$ cat src/noc_link_pkg.sv
package noc_link_pkg;

  // Link flit payload and the wide manycore packet widths.
  localparam int link_width_gp = 16;
  localparam int addr_width_gp = 32;
  localparam int data_width_gp = 32;

  localparam int fwd_width_gp = addr_width_gp + data_width_gp;
  localparam int rev_width_gp = data_width_gp;

  // Each wide packet is cut into a whole number of link flits.
  localparam int fwd_flits_gp = fwd_width_gp / link_width_gp;
  localparam int rev_flits_gp = rev_width_gp / link_width_gp;

  // The channel tag doubles as the index of the credit and token bits.
  typedef enum logic
  {
    CHAN_FWD = 1'b0,
    CHAN_REV = 1'b1
  } chan_e;

  typedef struct packed
  {
    chan_e                    chan;
    logic [link_width_gp-1:0] data;
  } link_flit_s;

  typedef struct packed
  {
    logic [addr_width_gp-1:0] addr;
    logic [data_width_gp-1:0] data;
  } mc_fwd_pkt_s;

  typedef struct packed
  {
    logic [data_width_gp-1:0] data;
  } mc_rev_pkt_s;

  // In the deserializer SER_SEND means a full packet is on offer.
  typedef enum logic
  {
    SER_IDLE = 1'b0,
    SER_SEND = 1'b1
  } ser_state_e;

endpackage

$ cat src/wide_to_narrow_link.sv
`timescale 1ns/100ps

module wide_to_narrow_link
 #(parameter int                  width_p = noc_link_pkg::fwd_width_gp
  ,parameter int                  flits_p = noc_link_pkg::fwd_flits_gp
  ,parameter noc_link_pkg::chan_e chan_p  = noc_link_pkg::CHAN_FWD
  )
  (input                            core_clk_i
  ,input                            rst_i

  ,input                            v_i
  ,input        [width_p-1:0]       data_i
  ,output logic                     ready_o

  ,output logic                     flit_v_o
  ,output noc_link_pkg::link_flit_s flit_o
  ,input                            flit_ready_i
  );

  localparam int cnt_width_lp = (flits_p > 1) ? $clog2(flits_p) : 1;

  noc_link_pkg::ser_state_e state_r;
  logic [cnt_width_lp-1:0]  cnt_r;
  logic [width_p-1:0]       data_r;
  logic                     flit_done;

  assign ready_o   = (state_r == noc_link_pkg::SER_IDLE);
  assign flit_v_o  = (state_r == noc_link_pkg::SER_SEND);
  assign flit_done = flit_v_o && flit_ready_i;

  // The low slice of the shift register is always the next flit.
  always_comb
  begin
    flit_o.chan = chan_p;
    flit_o.data = data_r[noc_link_pkg::link_width_gp-1:0];
  end

  always_ff @(posedge core_clk_i)
  begin
    if (rst_i)
    begin
      state_r <= noc_link_pkg::SER_IDLE;
      cnt_r   <= '0;
    end
    else if (v_i && ready_o)
    begin
      state_r <= noc_link_pkg::SER_SEND;
      cnt_r   <= '0;
    end
    else if (flit_done)
    begin
      cnt_r <= cnt_r + 1'b1;
      if (cnt_r == cnt_width_lp'(flits_p - 1))
      begin
        state_r <= noc_link_pkg::SER_IDLE;
      end
    end
  end

  always_ff @(posedge core_clk_i)
  begin
    if (v_i && ready_o)
      data_r <= data_i;
    else if (flit_done)
      data_r <= data_r >> noc_link_pkg::link_width_gp;
  end

endmodule

$ cat src/channel_tunnel_mux.sv
`timescale 1ns/100ps

module channel_tunnel_mux
 #(parameter int credits_p = 4
  )
  (input                            core_clk_i
  ,input                            rst_i

  ,input                            fwd_flit_v_i
  ,input  noc_link_pkg::link_flit_s fwd_flit_i
  ,output logic                     fwd_flit_ready_o

  ,input                            rev_flit_v_i
  ,input  noc_link_pkg::link_flit_s rev_flit_i
  ,output logic                     rev_flit_ready_o

  ,output logic                     link_v_o
  ,output noc_link_pkg::link_flit_s link_flit_o
  ,input        [1:0]               link_token_i
  );

  localparam int cnt_width_lp = $clog2(credits_p + 1);

  logic [1:0][cnt_width_lp-1:0]   credit_r;
  noc_link_pkg::chan_e            last_r;
  noc_link_pkg::chan_e            grant;
  logic                           grant_v;
  logic [1:0]                     in_v;
  logic [1:0]                     elig;
  logic [1:0]                     send;
  noc_link_pkg::link_flit_s [1:0] in_flit;

  // Bit 0 is the forward channel, matching the chan_e encoding.
  assign in_v    = {rev_flit_v_i, fwd_flit_v_i};
  assign in_flit = {rev_flit_i, fwd_flit_i};

  assign fwd_flit_ready_o = send[noc_link_pkg::CHAN_FWD];
  assign rev_flit_ready_o = send[noc_link_pkg::CHAN_REV];

  always_comb
  begin
    for (int c = 0; c < 2; c++)
    begin
      elig[c] = in_v[c] && (credit_r[c] != '0);
    end
    grant_v = |elig;

    // On a tie the channel that did not win last time goes first.
    if (&elig)
      grant = (last_r == noc_link_pkg::CHAN_FWD) ? noc_link_pkg::CHAN_REV
                                                 : noc_link_pkg::CHAN_FWD;
    else if (elig[noc_link_pkg::CHAN_REV])
      grant = noc_link_pkg::CHAN_REV;
    else
      grant = noc_link_pkg::CHAN_FWD;

    send        = '0;
    send[grant] = grant_v;
  end

  always_ff @(posedge core_clk_i)
  begin
    if (rst_i)
    begin
      link_v_o <= 1'b0;
      last_r   <= noc_link_pkg::CHAN_REV;
      credit_r <= {2{cnt_width_lp'(credits_p)}};
    end
    else
    begin
      link_v_o <= grant_v;
      if (grant_v)
        last_r <= grant;
      for (int c = 0; c < 2; c++)
      begin
        credit_r[c] <= credit_r[c] - cnt_width_lp'(send[c]) + cnt_width_lp'(link_token_i[c]);
      end
    end
  end

  always_ff @(posedge core_clk_i)
  begin
    if (grant_v)
      link_flit_o <= in_flit[grant];
  end

endmodule

$ cat src/channel_tunnel_demux.sv
`timescale 1ns/100ps

module channel_tunnel_demux
 #(parameter int credits_p = 4
  )
  (input                            core_clk_i
  ,input                            rst_i

  ,input                            link_v_i
  ,input  noc_link_pkg::link_flit_s link_flit_i
  ,output logic [1:0]               link_token_o

  ,output logic                     fwd_flit_v_o
  ,output noc_link_pkg::link_flit_s fwd_flit_o
  ,input                            fwd_flit_ready_i

  ,output logic                     rev_flit_v_o
  ,output noc_link_pkg::link_flit_s rev_flit_o
  ,input                            rev_flit_ready_i
  );

  localparam int ptr_width_lp = (credits_p > 1) ? $clog2(credits_p) : 1;
  localparam int cnt_width_lp = $clog2(credits_p + 1);

  logic [noc_link_pkg::link_width_gp-1:0] mem_r [2][credits_p];
  logic [1:0][ptr_width_lp-1:0]           wr_ptr_r;
  logic [1:0][ptr_width_lp-1:0]           rd_ptr_r;
  logic [1:0][cnt_width_lp-1:0]           count_r;
  logic [1:0]                             out_ready;
  logic [1:0]                             wr_en;
  logic [1:0]                             rd_en;

  function automatic logic [ptr_width_lp-1:0] ptr_next(input logic [ptr_width_lp-1:0] ptr);
    ptr_next = (ptr == ptr_width_lp'(credits_p - 1)) ? '0 : ptr + 1'b1;
  endfunction

  assign out_ready = {rev_flit_ready_i, fwd_flit_ready_i};

  always_comb
  begin
    for (int c = 0; c < 2; c++)
    begin
      wr_en[c] = link_v_i && (link_flit_i.chan == noc_link_pkg::chan_e'(c));
      rd_en[c] = (count_r[c] != '0) && out_ready[c];
    end
  end

  assign fwd_flit_v_o = (count_r[noc_link_pkg::CHAN_FWD] != '0);
  assign rev_flit_v_o = (count_r[noc_link_pkg::CHAN_REV] != '0);

  always_comb
  begin
    fwd_flit_o.chan = noc_link_pkg::CHAN_FWD;
    fwd_flit_o.data = mem_r[noc_link_pkg::CHAN_FWD][rd_ptr_r[noc_link_pkg::CHAN_FWD]];
    rev_flit_o.chan = noc_link_pkg::CHAN_REV;
    rev_flit_o.data = mem_r[noc_link_pkg::CHAN_REV][rd_ptr_r[noc_link_pkg::CHAN_REV]];
  end

  // The far end trusts its credits, so a write never meets a full FIFO.
  always_ff @(posedge core_clk_i)
  begin
    for (int c = 0; c < 2; c++)
    begin
      if (wr_en[c])
        mem_r[c][wr_ptr_r[c]] <= link_flit_i.data;
    end
  end

  always_ff @(posedge core_clk_i)
  begin
    if (rst_i)
    begin
      wr_ptr_r     <= '0;
      rd_ptr_r     <= '0;
      count_r      <= '0;
      link_token_o <= '0;
    end
    else
    begin
      link_token_o <= rd_en;
      for (int c = 0; c < 2; c++)
      begin
        if (wr_en[c])
          wr_ptr_r[c] <= ptr_next(wr_ptr_r[c]);
        if (rd_en[c])
          rd_ptr_r[c] <= ptr_next(rd_ptr_r[c]);
        count_r[c] <= count_r[c] + cnt_width_lp'(wr_en[c]) - cnt_width_lp'(rd_en[c]);
      end
    end
  end

endmodule

$ cat src/narrow_to_wide_link.sv
`timescale 1ns/100ps

module narrow_to_wide_link
 #(parameter int width_p = noc_link_pkg::fwd_width_gp
  ,parameter int flits_p = noc_link_pkg::fwd_flits_gp
  )
  (input                            core_clk_i
  ,input                            rst_i

  ,input                            flit_v_i
  ,input  noc_link_pkg::link_flit_s flit_i
  ,output logic                     flit_ready_o

  ,output logic                     v_o
  ,output logic [width_p-1:0]       data_o
  ,input                            ready_i
  );

  localparam int cnt_width_lp = (flits_p > 1) ? $clog2(flits_p) : 1;

  noc_link_pkg::ser_state_e state_r;
  logic [cnt_width_lp-1:0]  cnt_r;
  logic [width_p-1:0]       data_r;
  logic                     flit_done;

  assign flit_ready_o = (state_r == noc_link_pkg::SER_IDLE);
  assign v_o          = (state_r == noc_link_pkg::SER_SEND);
  assign data_o       = data_r;
  assign flit_done    = flit_v_i && flit_ready_o;

  always_ff @(posedge core_clk_i)
  begin
    if (rst_i)
    begin
      state_r <= noc_link_pkg::SER_IDLE;
      cnt_r   <= '0;
    end
    else if (flit_done)
    begin
      if (cnt_r == cnt_width_lp'(flits_p - 1))
      begin
        state_r <= noc_link_pkg::SER_SEND;
        cnt_r   <= '0;
      end
      else
      begin
        cnt_r <= cnt_r + 1'b1;
      end
    end
    else if (v_o && ready_i)
    begin
      state_r <= noc_link_pkg::SER_IDLE;
    end
  end

  // Flits enter at the top so the first one ends up in the low slice.
  always_ff @(posedge core_clk_i)
  begin
    if (flit_done)
      data_r <= {flit_i.data, data_r[width_p-1:noc_link_pkg::link_width_gp]};
  end

endmodule

$ cat src/gateway_noc_io_link.sv
`timescale 1ns/100ps

module gateway_noc_io_link
 #(parameter int credits_p = 4
  )
  (input                             core_clk_i
  ,input                             rst_i

  ,input                             fwd_v_i
  ,input  noc_link_pkg::mc_fwd_pkt_s fwd_pkt_i
  ,output logic                      fwd_ready_o

  ,input                             rev_v_i
  ,input  noc_link_pkg::mc_rev_pkt_s rev_pkt_i
  ,output logic                      rev_ready_o

  ,output logic                      fwd_v_o
  ,output noc_link_pkg::mc_fwd_pkt_s fwd_pkt_o
  ,input                             fwd_ready_i

  ,output logic                      rev_v_o
  ,output noc_link_pkg::mc_rev_pkt_s rev_pkt_o
  ,input                             rev_ready_i

  ,output logic                      link_v_o
  ,output noc_link_pkg::link_flit_s  link_flit_o
  ,input        [1:0]                link_token_i

  ,input                             link_v_i
  ,input  noc_link_pkg::link_flit_s  link_flit_i
  ,output logic [1:0]                link_token_o
  );

  logic                     fwd_tx_v, fwd_tx_ready;
  logic                     rev_tx_v, rev_tx_ready;
  noc_link_pkg::link_flit_s fwd_tx_flit, rev_tx_flit;

  logic                     fwd_rx_v, fwd_rx_ready;
  logic                     rev_rx_v, rev_rx_ready;
  noc_link_pkg::link_flit_s fwd_rx_flit, rev_rx_flit;

  // Transmit path.
  wide_to_narrow_link
 #(.width_p     (noc_link_pkg::fwd_width_gp)
  ,.flits_p     (noc_link_pkg::fwd_flits_gp)
  ,.chan_p      (noc_link_pkg::CHAN_FWD)
  ) fwd_ser
  (.core_clk_i  (core_clk_i)
  ,.rst_i       (rst_i)
  ,.v_i         (fwd_v_i)
  ,.data_i      (fwd_pkt_i)
  ,.ready_o     (fwd_ready_o)
  ,.flit_v_o    (fwd_tx_v)
  ,.flit_o      (fwd_tx_flit)
  ,.flit_ready_i(fwd_tx_ready)
  );

  wide_to_narrow_link
 #(.width_p     (noc_link_pkg::rev_width_gp)
  ,.flits_p     (noc_link_pkg::rev_flits_gp)
  ,.chan_p      (noc_link_pkg::CHAN_REV)
  ) rev_ser
  (.core_clk_i  (core_clk_i)
  ,.rst_i       (rst_i)
  ,.v_i         (rev_v_i)
  ,.data_i      (rev_pkt_i)
  ,.ready_o     (rev_ready_o)
  ,.flit_v_o    (rev_tx_v)
  ,.flit_o      (rev_tx_flit)
  ,.flit_ready_i(rev_tx_ready)
  );

  channel_tunnel_mux
 #(.credits_p       (credits_p)
  ) tunnel_tx
  (.core_clk_i      (core_clk_i)
  ,.rst_i           (rst_i)
  ,.fwd_flit_v_i    (fwd_tx_v)
  ,.fwd_flit_i      (fwd_tx_flit)
  ,.fwd_flit_ready_o(fwd_tx_ready)
  ,.rev_flit_v_i    (rev_tx_v)
  ,.rev_flit_i      (rev_tx_flit)
  ,.rev_flit_ready_o(rev_tx_ready)
  ,.link_v_o        (link_v_o)
  ,.link_flit_o     (link_flit_o)
  ,.link_token_i    (link_token_i)
  );

  // Receive path.
  channel_tunnel_demux
 #(.credits_p       (credits_p)
  ) tunnel_rx
  (.core_clk_i      (core_clk_i)
  ,.rst_i           (rst_i)
  ,.link_v_i        (link_v_i)
  ,.link_flit_i     (link_flit_i)
  ,.link_token_o    (link_token_o)
  ,.fwd_flit_v_o    (fwd_rx_v)
  ,.fwd_flit_o      (fwd_rx_flit)
  ,.fwd_flit_ready_i(fwd_rx_ready)
  ,.rev_flit_v_o    (rev_rx_v)
  ,.rev_flit_o      (rev_rx_flit)
  ,.rev_flit_ready_i(rev_rx_ready)
  );

  narrow_to_wide_link
 #(.width_p     (noc_link_pkg::fwd_width_gp)
  ,.flits_p     (noc_link_pkg::fwd_flits_gp)
  ) fwd_deser
  (.core_clk_i  (core_clk_i)
  ,.rst_i       (rst_i)
  ,.flit_v_i    (fwd_rx_v)
  ,.flit_i      (fwd_rx_flit)
  ,.flit_ready_o(fwd_rx_ready)
  ,.v_o         (fwd_v_o)
  ,.data_o      (fwd_pkt_o)
  ,.ready_i     (fwd_ready_i)
  );

  narrow_to_wide_link
 #(.width_p     (noc_link_pkg::rev_width_gp)
  ,.flits_p     (noc_link_pkg::rev_flits_gp)
  ) rev_deser
  (.core_clk_i  (core_clk_i)
  ,.rst_i       (rst_i)
  ,.flit_v_i    (rev_rx_v)
  ,.flit_i      (rev_rx_flit)
  ,.flit_ready_o(rev_rx_ready)
  ,.v_o         (rev_v_o)
  ,.data_o      (rev_pkt_o)
  ,.ready_i     (rev_ready_i)
  );

endmodule

$ cat config.mk
export PLATFORM = sky130hd
export DESIGN_NAME = gateway_noc_io_link
export DESIGN_NICKNAME = d
export VERILOG_FILES = /design/src/noc_link_pkg.sv /design/src/wide_to_narrow_link.sv /design/src/channel_tunnel_mux.sv /design/src/channel_tunnel_demux.sv /design/src/narrow_to_wide_link.sv /design/src/gateway_noc_io_link.sv
export SDC_FILE = /design/constraint.sdc
export NUM_CORES = 1
export LEC_CHECK = 0
export BUFFER_PORTS_ARGS = -buffer_cell sky130_fd_sc_hd__buf_2
export CAP_MARGIN = 20
export CORE_MARGIN = 2
export CORE_UTILIZATION = 50
export CTS_CLUSTER_DIAMETER = 80
export CTS_CLUSTER_SIZE = 16
export DETAILED_ROUTE_END_ITERATION = 10
export PLACE_DENSITY = 0.72
export SLEW_MARGIN = 40
export SYNTH_ARGS = -nofsm -noshare
export SYNTH_HDL_FRONTEND = slang
export SYNTH_SLANG_ARGS = --single-unit
$ cat constraint.sdc
create_clock -name core_clk_i -period 7.7 [get_ports core_clk_i]
set_clock_uncertainty 0.15 [all_clocks]
set_input_delay 1.54 -clock core_clk_i [delete_from_list [all_inputs] [get_ports core_clk_i]]
set_output_delay 1.54 -clock core_clk_i [all_outputs]
set_load 0.01 [all_outputs]
Word level (Yosys, flattened, before mapping)
Memory sizes are Yosys's and may differ from the RTL's.
Cells that the tools add are included.
{"block": "totals", "inputBits": 122, "mem_bits_rw": 128, "regBits": 243, "out_inout_bits": 120, "memories": 1, "wordCells": 148}
{"block": "op_classes", "bitwise": 10, "order_cmp": 8, "reduce_logical": 34, "n_eq_ne": 8, "addsub": 16, "n_mux": 46}
{"memory": "tunnel_rx.mem_r", "depth": 2, "word_bits": 64, "rd": 2, "rd_clocked_by_memory_dff": 0, "write_ports": 1, "line_no": "channel_tunnel_demux.sv:25", "rtl": "logic [noc_link_pkg::link_width_gp-1:0] mem_r [2][credits_p];"}
{"cell": "$mux W64", "count": 6}
{"cell": "$mux W16", "count": 6}
{"cell": "$bmux W16 S2", "count": 2}
{"cell": "$demux W16 S2", "count": 2}
{"cell": "$mux W32", "count": 2}
{"cell": "$reduce_or A64 Y1", "count": 1}
{"cell": "$mux W17", "count": 2}
{"cell": "$mux W1", "count": 20}
{"cell": "$logic_and A1 B1 Y1", "count": 15}
{"cell": "$add A2 B1 Y2 const B", "count": 6}
{"cell": "$add A3 B1 Y3", "count": 4}
{"cell": "$eq A2 B2 Y1 const B", "count": 6}
{"cell": "$ge A3 B3 Y1 const B", "count": 4}
{"cell": "$not A2 Y3", "count": 4}
{"cell": "$reduce_bool A2 Y1", "count": 6}
{"cell": "$reduce_bool A3 Y1", "count": 4}
{"cell": "$sub A3 B1 Y3", "count": 4}
{"cell": "$mux W2", "count": 5}
{"cell": "$reduce_and A2 Y1", "count": 5}
{"cell": "$lt A3 B1 Y1 const B", "count": 2}
{"cell": "$reduce_or A2 Y1", "count": 3}
{"cell": "$not A1 Y1", "count": 5}
{"cell": "$add A1 B1 Y1 const B", "count": 2}
{"cell": "$and A2 B2 Y2", "count": 1}
{"cell": "other kinds (5)", "count": 5}

Depth between registers and ports, before layout
Gate-level depths: netlist of the first run.
{"block": "logic_depth", "depth_word": 12, "ltp_mapped": 10, "depth_no_buf": 9}

Cells and area by module
From an unflattened synthesis of the first run, not the netlist that was laid out.
{"block": "hier_totals", "hier_cells": 831, "area_unflattened_um2": 14418.8}
{"module": "channel_tunnel_demux", "area_per_inst_um2": 5635.4, "cells_each": 266, "seq_area_each_um2": 4164.0, "n_inst": 1}
{"module": "wide_to_narrow_link (fwd_ser)", "area_per_inst_um2": 2944.1, "cells_each": 274, "seq_area_each_um2": 1981.9, "n_inst": 1}
{"module": "narrow_to_wide_link (fwd_deser)", "area_per_inst_um2": 2059.5, "cells_each": 78, "seq_area_each_um2": 1981.9, "n_inst": 1}
{"module": "wide_to_narrow_link (rev_ser)", "area_per_inst_um2": 1540.2, "cells_each": 95, "seq_area_each_um2": 1001.0, "n_inst": 1}
{"module": "channel_tunnel_mux", "area_per_inst_um2": 1182.4, "cells_each": 76, "seq_area_each_um2": 670.6, "n_inst": 1}
{"module": "narrow_to_wide_link (rev_deser)", "area_per_inst_um2": 1057.3, "cells_each": 42, "seq_area_each_um2": 1001.0, "n_inst": 1}

Worst setup path after synthesis of the first run
No wires, ideal clock.
{"block": "synth_path", "path_type": "flip-flop to flip-flop", "start": "register fwd_deser.state_r, in the netlist fwd_deser.v_o", "end": "register tunnel_rx.count_r[1] in the netlist's numbering", "setup_time_ns": 0.128, "t_arrival_ns": 4.570, "path_slack_ns": 2.852, "synth_period_minus_slack_ns": 4.848, "path_stages_with_launch": 8, "path_buffers": 1, "required_ns": 7.422, "cell_sequence": "dfxtp_1 -> clkbuf_1 -> nor2_1 -> ha_1 -> inv_1 -> ha_1 -> fa_1 -> nor2b_1"}
{"block": "synth_via", "elab_chain_cells": 3}
{"item": "start, declared", "line_no": "narrow_to_wide_link.sv:21", "rtl": "noc_link_pkg::ser_state_e state_r;"}
{"item": "start signal, assigned", "line_no": "narrow_to_wide_link.sv:35", "rtl": "state_r <= noc_link_pkg::SER_IDLE;"}
{"item": "start signal, assigned", "line_no": "narrow_to_wide_link.sv:42", "rtl": "state_r <= noc_link_pkg::SER_SEND;"}
{"item": "start signal, assigned", "line_no": "narrow_to_wide_link.sv:52", "rtl": "state_r <= noc_link_pkg::SER_IDLE;"}
{"item": "$not A1 Y1", "line_no": "narrow_to_wide_link.sv:26", "rtl": "assign flit_ready_o = (state_r == noc_link_pkg::SER_IDLE);"}
{"item": "$logic_and A1 B1 Y1"}
{"item": "net fwd_deser.flit_done", "line_no": "narrow_to_wide_link.sv:24", "rtl": "logic flit_done;"}
{"item": "$sub A3 B1 Y3", "line_no": "channel_tunnel_demux.sv:87", "rtl": "count_r[c] <= count_r[c] + cnt_width_lp'(wr_en[c]) - cnt_width_lp'(rd_en[c]);"}
{"item": "end signal, assigned by index", "line_no": "channel_tunnel_demux.sv:87"}
{"item": "end, declared", "line_no": "channel_tunnel_demux.sv:28", "rtl": "logic [1:0][cnt_width_lp-1:0] count_r;"}
The timed path passes the listed nets, and every way through them passes these cells.
A chain may end at the register's enable or synchronous reset.

Final worst setup path of the first run
{"block": "layout_path", "start": "register fwd_deser.state_r, in the netlist fwd_deser.v_o", "end": "output port fwd_v_o"}
{"item": "end, declared", "line_no": "gateway_noc_io_link.sv:17", "rtl": ",output logic fwd_v_o"}
No word-level cell between the ends.

==> qor.yml, run 1 <==
synth_flop_cell: "edfxtp_1"
avgViaCountPerCell: 4.99
top_layer: "met5"
power.switching_mw: 1.61
fmax_mhz: 329
port-buffer-count: 241
avgRoutedWirePerCell_um: 17.4
overflow: 0
start_util: 0.511
post_cts_resized: 0
path_max_fanout: 11
status: "finished, final reports clean"
post_cts_buffers: 0
drv_cap: 0
p_clk_frac: 0.231
finalCriticalPeriod_ns: 3.04
clk_latency_ns: 0.55
min_period_over_period: 0.394
rsz0062_at_grt: "no"
reg2reg_from: "tunnel_rx.count_r[4]"
multi_input_area_sq_um: 2860
required_ns: 6.01
seq_area_sq_um: 10800
rr_endpoint: "tunnel_rx.count_r[5]"
totalWireLength_um: 25500
area_delta_synth_final_pct: 17.6
cts_htree_levels: 1
grt_first_pass_wirelength_um: 39100
layout.nets: 1219
die_w_um: 170
clock_sinks: 371
numCtsBuffers: 27
synth_top_cell_area_share: 0.731
grt_pass1_vias: 7199
avgSynthCellArea_sq_um: 16.7
grt_max_degree: 66
final_layout_size_suffix_gt1_frac: 0.315
crit_cells: 1
whs_ns: 0.293
die_area_sq_um: 29000
vias: 7332
critPathArrivalTime_ns: 1.35
max_stage_delay_ns: 0.56
power_mw: 5.68
endpoint_kind: "primary output"
swShare: 0.284
crit_start: "fwd_deser.v_o"
synth.net_count: 974
dieHeight_um: 170
crit_chain: "buf_2"
stdcell_area_sq_um: 16300
ys_top_cells_by_count: "edfxtp_1 (337), nand2_1 (200), and2_1 (36)"
root_buffer: "clkbuf_16"
slew_headroom: 0.446
drtPass1Iterations: 5
r2r_cells: 9
p_per_area_nw_per_um2: 349
ctsHoldBuffers: 0
pin_count: 242
setup_tns_ns: 0
yosysUniqueCellTypes: 37
rrSetupSlack_ns: 4.89
critPathTopFamily: "flip-flops"
drtAntennaViolNets: 0
crit_buf_inv: 1
hpwl_um: 17200
antenna_found_initial: 3
synth_area_sq_um: 13800
finalSetupViolCount: 0
worstMarginPinSlew_ns: 0.831
first_iter_violations: 524
synth_area_leaders: "edfxtp_1 (73%), nand2_1 (5.4%), mux4_2 (5.2%)"
clock_path_buffers: 3
hold_class: "reg2reg"
cp-endpoint: "fwd_v_o"
core_area_sq_um: 27100
hold_path_depth: 0
wl_met3_um: 1330
gp_congestion: 0.819
fillers: 2073
cts_tree: "yes"
synthCells: 830
grt_use_total: 0.176
crit_slowest_cell: "dfxtp_1"
yosysTopAreaCell: "edfxtp_1"
hold_viol_final: 0
yosys.cell_count.top_type: "edfxtp_1"
cp-start-kind: "register"
synth_edf_count: 337
rows: 60
path_clk_slew_ns: 0.07
async_reset_ff_frac: 0
p_int_mw: 4.07
leakage_nw: 6.30
remaining_drc_errors: 0
final-max-slew-violation-count: 0
path_class: "reg2out"
ys_seq_elements: 371
pwr-share-seq: 0.543
ys_seq_area_frac: 0.780
post_dp_cell_area_sq_um: 15500
ys_warn_count: 0
wl_met2_um: 12700
vdd_drop_max_mv: 0.191
pwr-share-comb: 0.226
wl_met1_um: 10900
[cells in the final DEF (no fill, tap or decap), types with 4 or more instances in the layout]
master	synthesis	final
and2_1	36	35
mux2_2	15	15
dfxtp_1	34	32
ha_1	18	18
nor2_1	13	11
inv_1	21	21
and3_2	0	4
nand2_1	200	199
clkbuf_1	18	21
a21oi_1	12	12
buf_4	2	6
nor2b_1	10	8
or3_1	5	5
clkbuf_16	0	27
edfxtp_1	337	337
fa_1	4	4
mux2i_1	6	6
o21ai_0	8	8
nand2b_1	5	4
buf_2	9	241
nand3_1	10	10
xnor2_1	9	9
mux4_2	32	32
[power by group through the flow]
| stage | registers, mW | logic, mW | clock network (mW) |
|---|---|---|---|
| final | 3.08 | 1.28 | 1.31 |
| after floorplan | 3.24 | 0.640 | 0 |
| after global placement | 3.11 | 1.27 | 0 |
| after CTS | 3.09 | 1.31 | 1.35 |
| after detailed placement | 3.13 | 1.30 | 0 |
| after global routing | 3.14 | 1.43 | 1.42 |
[layer usage]
layer | GRT usage | vias up
met4 | 0.0580 | 2
met2 | 0.298 | 205
li1 | - | 3501
met5 | 0 | -
met3 | 0.0305 | 45
met1 | 0.232 | 3579
[worst register-to-register path, delay by kind of cell, from the launching register on]
family | cells | cell delay (ns)
adders and majority gates | 3 | 0.91
DFF | 1 | 0.34
xor gates and xnor gates | 2 | 0.31
and+or+nand+nor | 3 | 0.93
buffers and inverters | 1 | 0.04
[how the worst min path moves through the flow]
stage / startpoint / to / slack [ns]
floorplan: rev_ser.cnt_r / rev_ser.flit_v_o / 0.29
global placement: fwd_deser.data_o[22] / fwd_deser.data_o[6] / 0.27
detailed placement: fwd_deser.data_o[28] / fwd_deser.data_o[12] / 0.28
CTS: fwd_deser.data_o[21] / fwd_deser.data_o[5] / 0.29
global route: fwd_deser.data_o[46] / fwd_deser.data_o[30] / 0.30
finish: fwd_deser.data_o[21] / fwd_deser.data_o[5] / 0.29
[layout make-up]
type | count | area share
clock buffers | 48 | 0.0463
diodes | 2 | 0.000307
repair buffers | 249 | 0.0784
flip-flops and latches | 371 | 0.663
well taps | 372 | 0.0286
multi-input cells | 404 | 0.176
clock inverters | 2 | 0.00223
inverters | 22 | 0.00507
[flip-flops by register name, indices dropped and copies added (netlist names), 2 cells and up]
register	flops
tunnel_rx.wr_ptr_r	4
fwd_deser.data_o	64
fwd_ser.data_r	64
tunnel_tx.link_flit_o	17
tunnel_rx.mem_r	128
tunnel_rx.count_r	6
rev_ser.data_r	32
fwd_ser.cnt_r	2
tunnel_tx.credit_r	6
fwd_deser.cnt_r	2
tunnel_rx.link_token_o	2
rev_deser.data_o	32
tunnel_rx.rd_ptr_r	4
[cell families after synthesis]
logic type / after synthesis / synth area share
XOR/XNOR: 10 / 0.00632
buffers and inverters: 55 / 0.0173
flip-flops: 371 / 0.780
AO/OA/AOI/OAI: 28 / 0.0133
AND/OR/NAND/NOR: 290 / 0.0915
multiplexers: 54 / 0.0697
adder cells (fa/ha/maj): 22 / 0.0220
[through the flow]
stage                      util  cells  worst slack, ns
final                     0.601   1470             4.66
after global routing      0.601   1470             4.57
after CTS                 0.600   1468             4.63
after detailed placement  0.571   1418             4.22
after global placement    0.570   1417             4.13
after floorplan               -    830             2.85
Power figures use the tool's default switching activity.
==> run 2, diff against run 1 <==
- clock period: 7.7 -> 3.2 ns (I/O delays scaled with it)
==> qor.yml, run 2 (same netlist as run 1, synthesis figures left out) <==
status: "finished, final reports clean"  # unchanged
utilization: 0.605  # was 0.601
ctsHoldBuffers: 0  # unchanged
port-buffer-count: 241  # unchanged
slew_headroom: 0.584  # was 0.446
hold_class: "in2reg"  # was reg2reg
gp_congestion: 0.797  # was 0.819
layout_common_cells: "edfxtp_1 (337), buf_2 (241), nand2_1 (198)"  # was edfxtp_1 (337), buf_2 (241), nand2_1 (199)
post_dp_cell_area_sq_um: 15600  # was 15,500 sq um
stdcell_area_sq_um: 16400  # was 16,300 sq um
cp-start-kind: "register"  # unchanged
fmax_mhz: 394
pin_count: 242  # unchanged
cts_tree: "yes"  # unchanged
p_clk_frac: 0.231  # about the same
path_class: "reg2reg"  # was reg2out
hold_viol_final: 0  # unchanged
p_per_area_nw_per_um2: 835  # was 349 nW/um^2
first_iter_violations: 565  # was 524
overflow: 0  # unchanged
min_period_over_period: 0.792
setup_tns_ns: 0  # unchanged
grt_max_degree: 65  # was 66
vdd_drop_max_mv: 0.488  # was 0.191 mV
swShare: 0.284  # about the same
totalWireLength_um: 25800  # was 25,500 um
largest_reg_flops: 128  # unchanged
grt_first_pass_wirelength_um: 39100  # about the same
drtAntennaViolNets: 0  # unchanged
p_int_mw: 9.81  # was 4.07 mW
final-max-slew-violation-count: 0  # unchanged
grt_use_total: 0.175  # was 0.176
core_area_sq_um: 27100  # unchanged
start_util: 0.511  # unchanged
endpoint_kind: "register"  # was primary output
vias: 7375  # was 7,332
post_cts_resized: 0  # unchanged
rows: 60  # unchanged
rsz0062_at_grt: "no"  # unchanged
final_common_cell: "edfxtp_1"  # unchanged
area_delta_synth_final_pct: 18.3  # was 17.6%
dieHeight_um: 170  # unchanged
finalSetupViolCount: 0  # unchanged
crit_start: "tunnel_tx.credit_r[4]"  # was fwd_deser.v_o
path_max_fanout: 4  # was 11
clock_path_buffers: 3  # unchanged
numCtsBuffers: 27  # unchanged
pwr-share-comb: 0.226  # about the same
cts_htree_levels: 1  # unchanged
required_ns: 3.48  # was 6.01 ns
finalCriticalPeriod_ns: 2.54
die_w_um: 170  # unchanged
hpwl_um: 17400  # was 17,200 um
reg2reg_from: "tunnel_tx.credit_r[4]"  # was tunnel_rx.count_r[4]
drtPass1Iterations: 4  # was 5
clock_sinks: 371  # unchanged
die_area_sq_um: 29000  # unchanged
final_layout_size_suffix_gt1_frac: 0.320  # was 0.315
grt_pass1_vias: 7235  # was 7,199
power.switching_mw: 3.88  # was 1.61 mW
path_clk_slew_ns: 0.07  # about the same
pwr-share-seq: 0.543  # about the same
avgRoutedWirePerCell_um: 17.4  # about the same
leakage_nw: 6.38  # was 6.30 nW
critPathArrivalTime_ns: 2.82  # was 1.35 ns
post_cts_buffers: 0  # unchanged
root_buffer: "clkbuf_16"  # unchanged
worstMarginPinSlew_ns: 0.624  # was 0.831 ns
remaining_drc_errors: 0  # unchanged
layout.nets: 1234  # was 1,219
antenna_found_initial: 2  # was 3
drv_cap: 0  # unchanged
hp-start: "fwd_pkt_i[38]"  # was fwd_deser.data_o[21]
clk_latency_ns: 0.55  # about the same
avgViaCountPerCell: 4.97  # was 4.99
-- run 2: cell count changes in the layout (fill, tap and decap cells not counted), moves of 2 or more --
cell    previous run  this run
buf_12             0         2
and3_1             0         4
buf_4              6        20
and3_2             4         0
-- run 2: routing by layer --
| layer | vias to the layer above | global-route usage | part of all wire |
|---|---|---|---|
| met2 | 204 | 0.283 | 0.49 |
| li1 | 3534 | - | - |
| met1 | 3598 | 0.247 | 0.44 |
| met4 | 0 | 0.0520 | 0.022 |
| met3 | 39 | 0.0293 | 0.052 |
| met5 | - | 0 | 0 |
-- run 2: worst max-delay path, cell delays in order (launching register included) --
cell     delay (ns)
dfxtp_1        0.36
o31ai_1        0.50
o21ai_0        0.24
xnor2_1        0.18
ha_1           0.21
fa_1           0.38
xnor2_1        0.19
xnor2_1        0.13
nand2_1        0.07
-- run 2: path summary, 6_finish.rpt --
kind                                               to  slack, ns  depth (start not counted)
worst max-delay path            tunnel_tx.credit_r[2]       0.66                          8
worst min-delay path               fwd_ser.data_r[38]       0.20                          3
worst max register to register  tunnel_tx.credit_r[2]       0.66                          8
worst min register to register    rev_deser.data_o[7]       0.29                          0
-- run 2: power by group through the flow --
stage,Combinational [mW],Sequential (mW),Clock (mW)
2_1_floorplan,1.55,7.76,0
3_3_place_gp,3.07,7.51,0
3_5_place_dp,3.13,7.56,0
4_1_cts,3.15,7.46,3.24
5_1_grt,3.42,7.59,3.41
6_report,3.09,7.44,3.16
-- run 2: through the flow --
step,hold WS [ns],setup WS [ns],instances,power (mW)
after floorplan,0.295,0.142,830,9.31
after global placement,0.272,0.853,1433,10.6
after detailed placement,0.278,0.773,1433,10.7
after CTS,0.178,0.758,1483,13.9
after global routing,0.185,0.519,1485,14.4
final,0.196,0.664,1485,13.7
-- run 2: area by class of cell --
cell class	instances	area [sq um]
Fill cell	2016	10700
Inverter	22	82.6
Sequential cell	371	10800
Multi-Input combinational cell	404	2840
Clock buffer	47	751
Timing Repair Buffer	264	1410
Clock inverter	3	35.0
Tap cell	372	465
Antenna cell	2	5.00
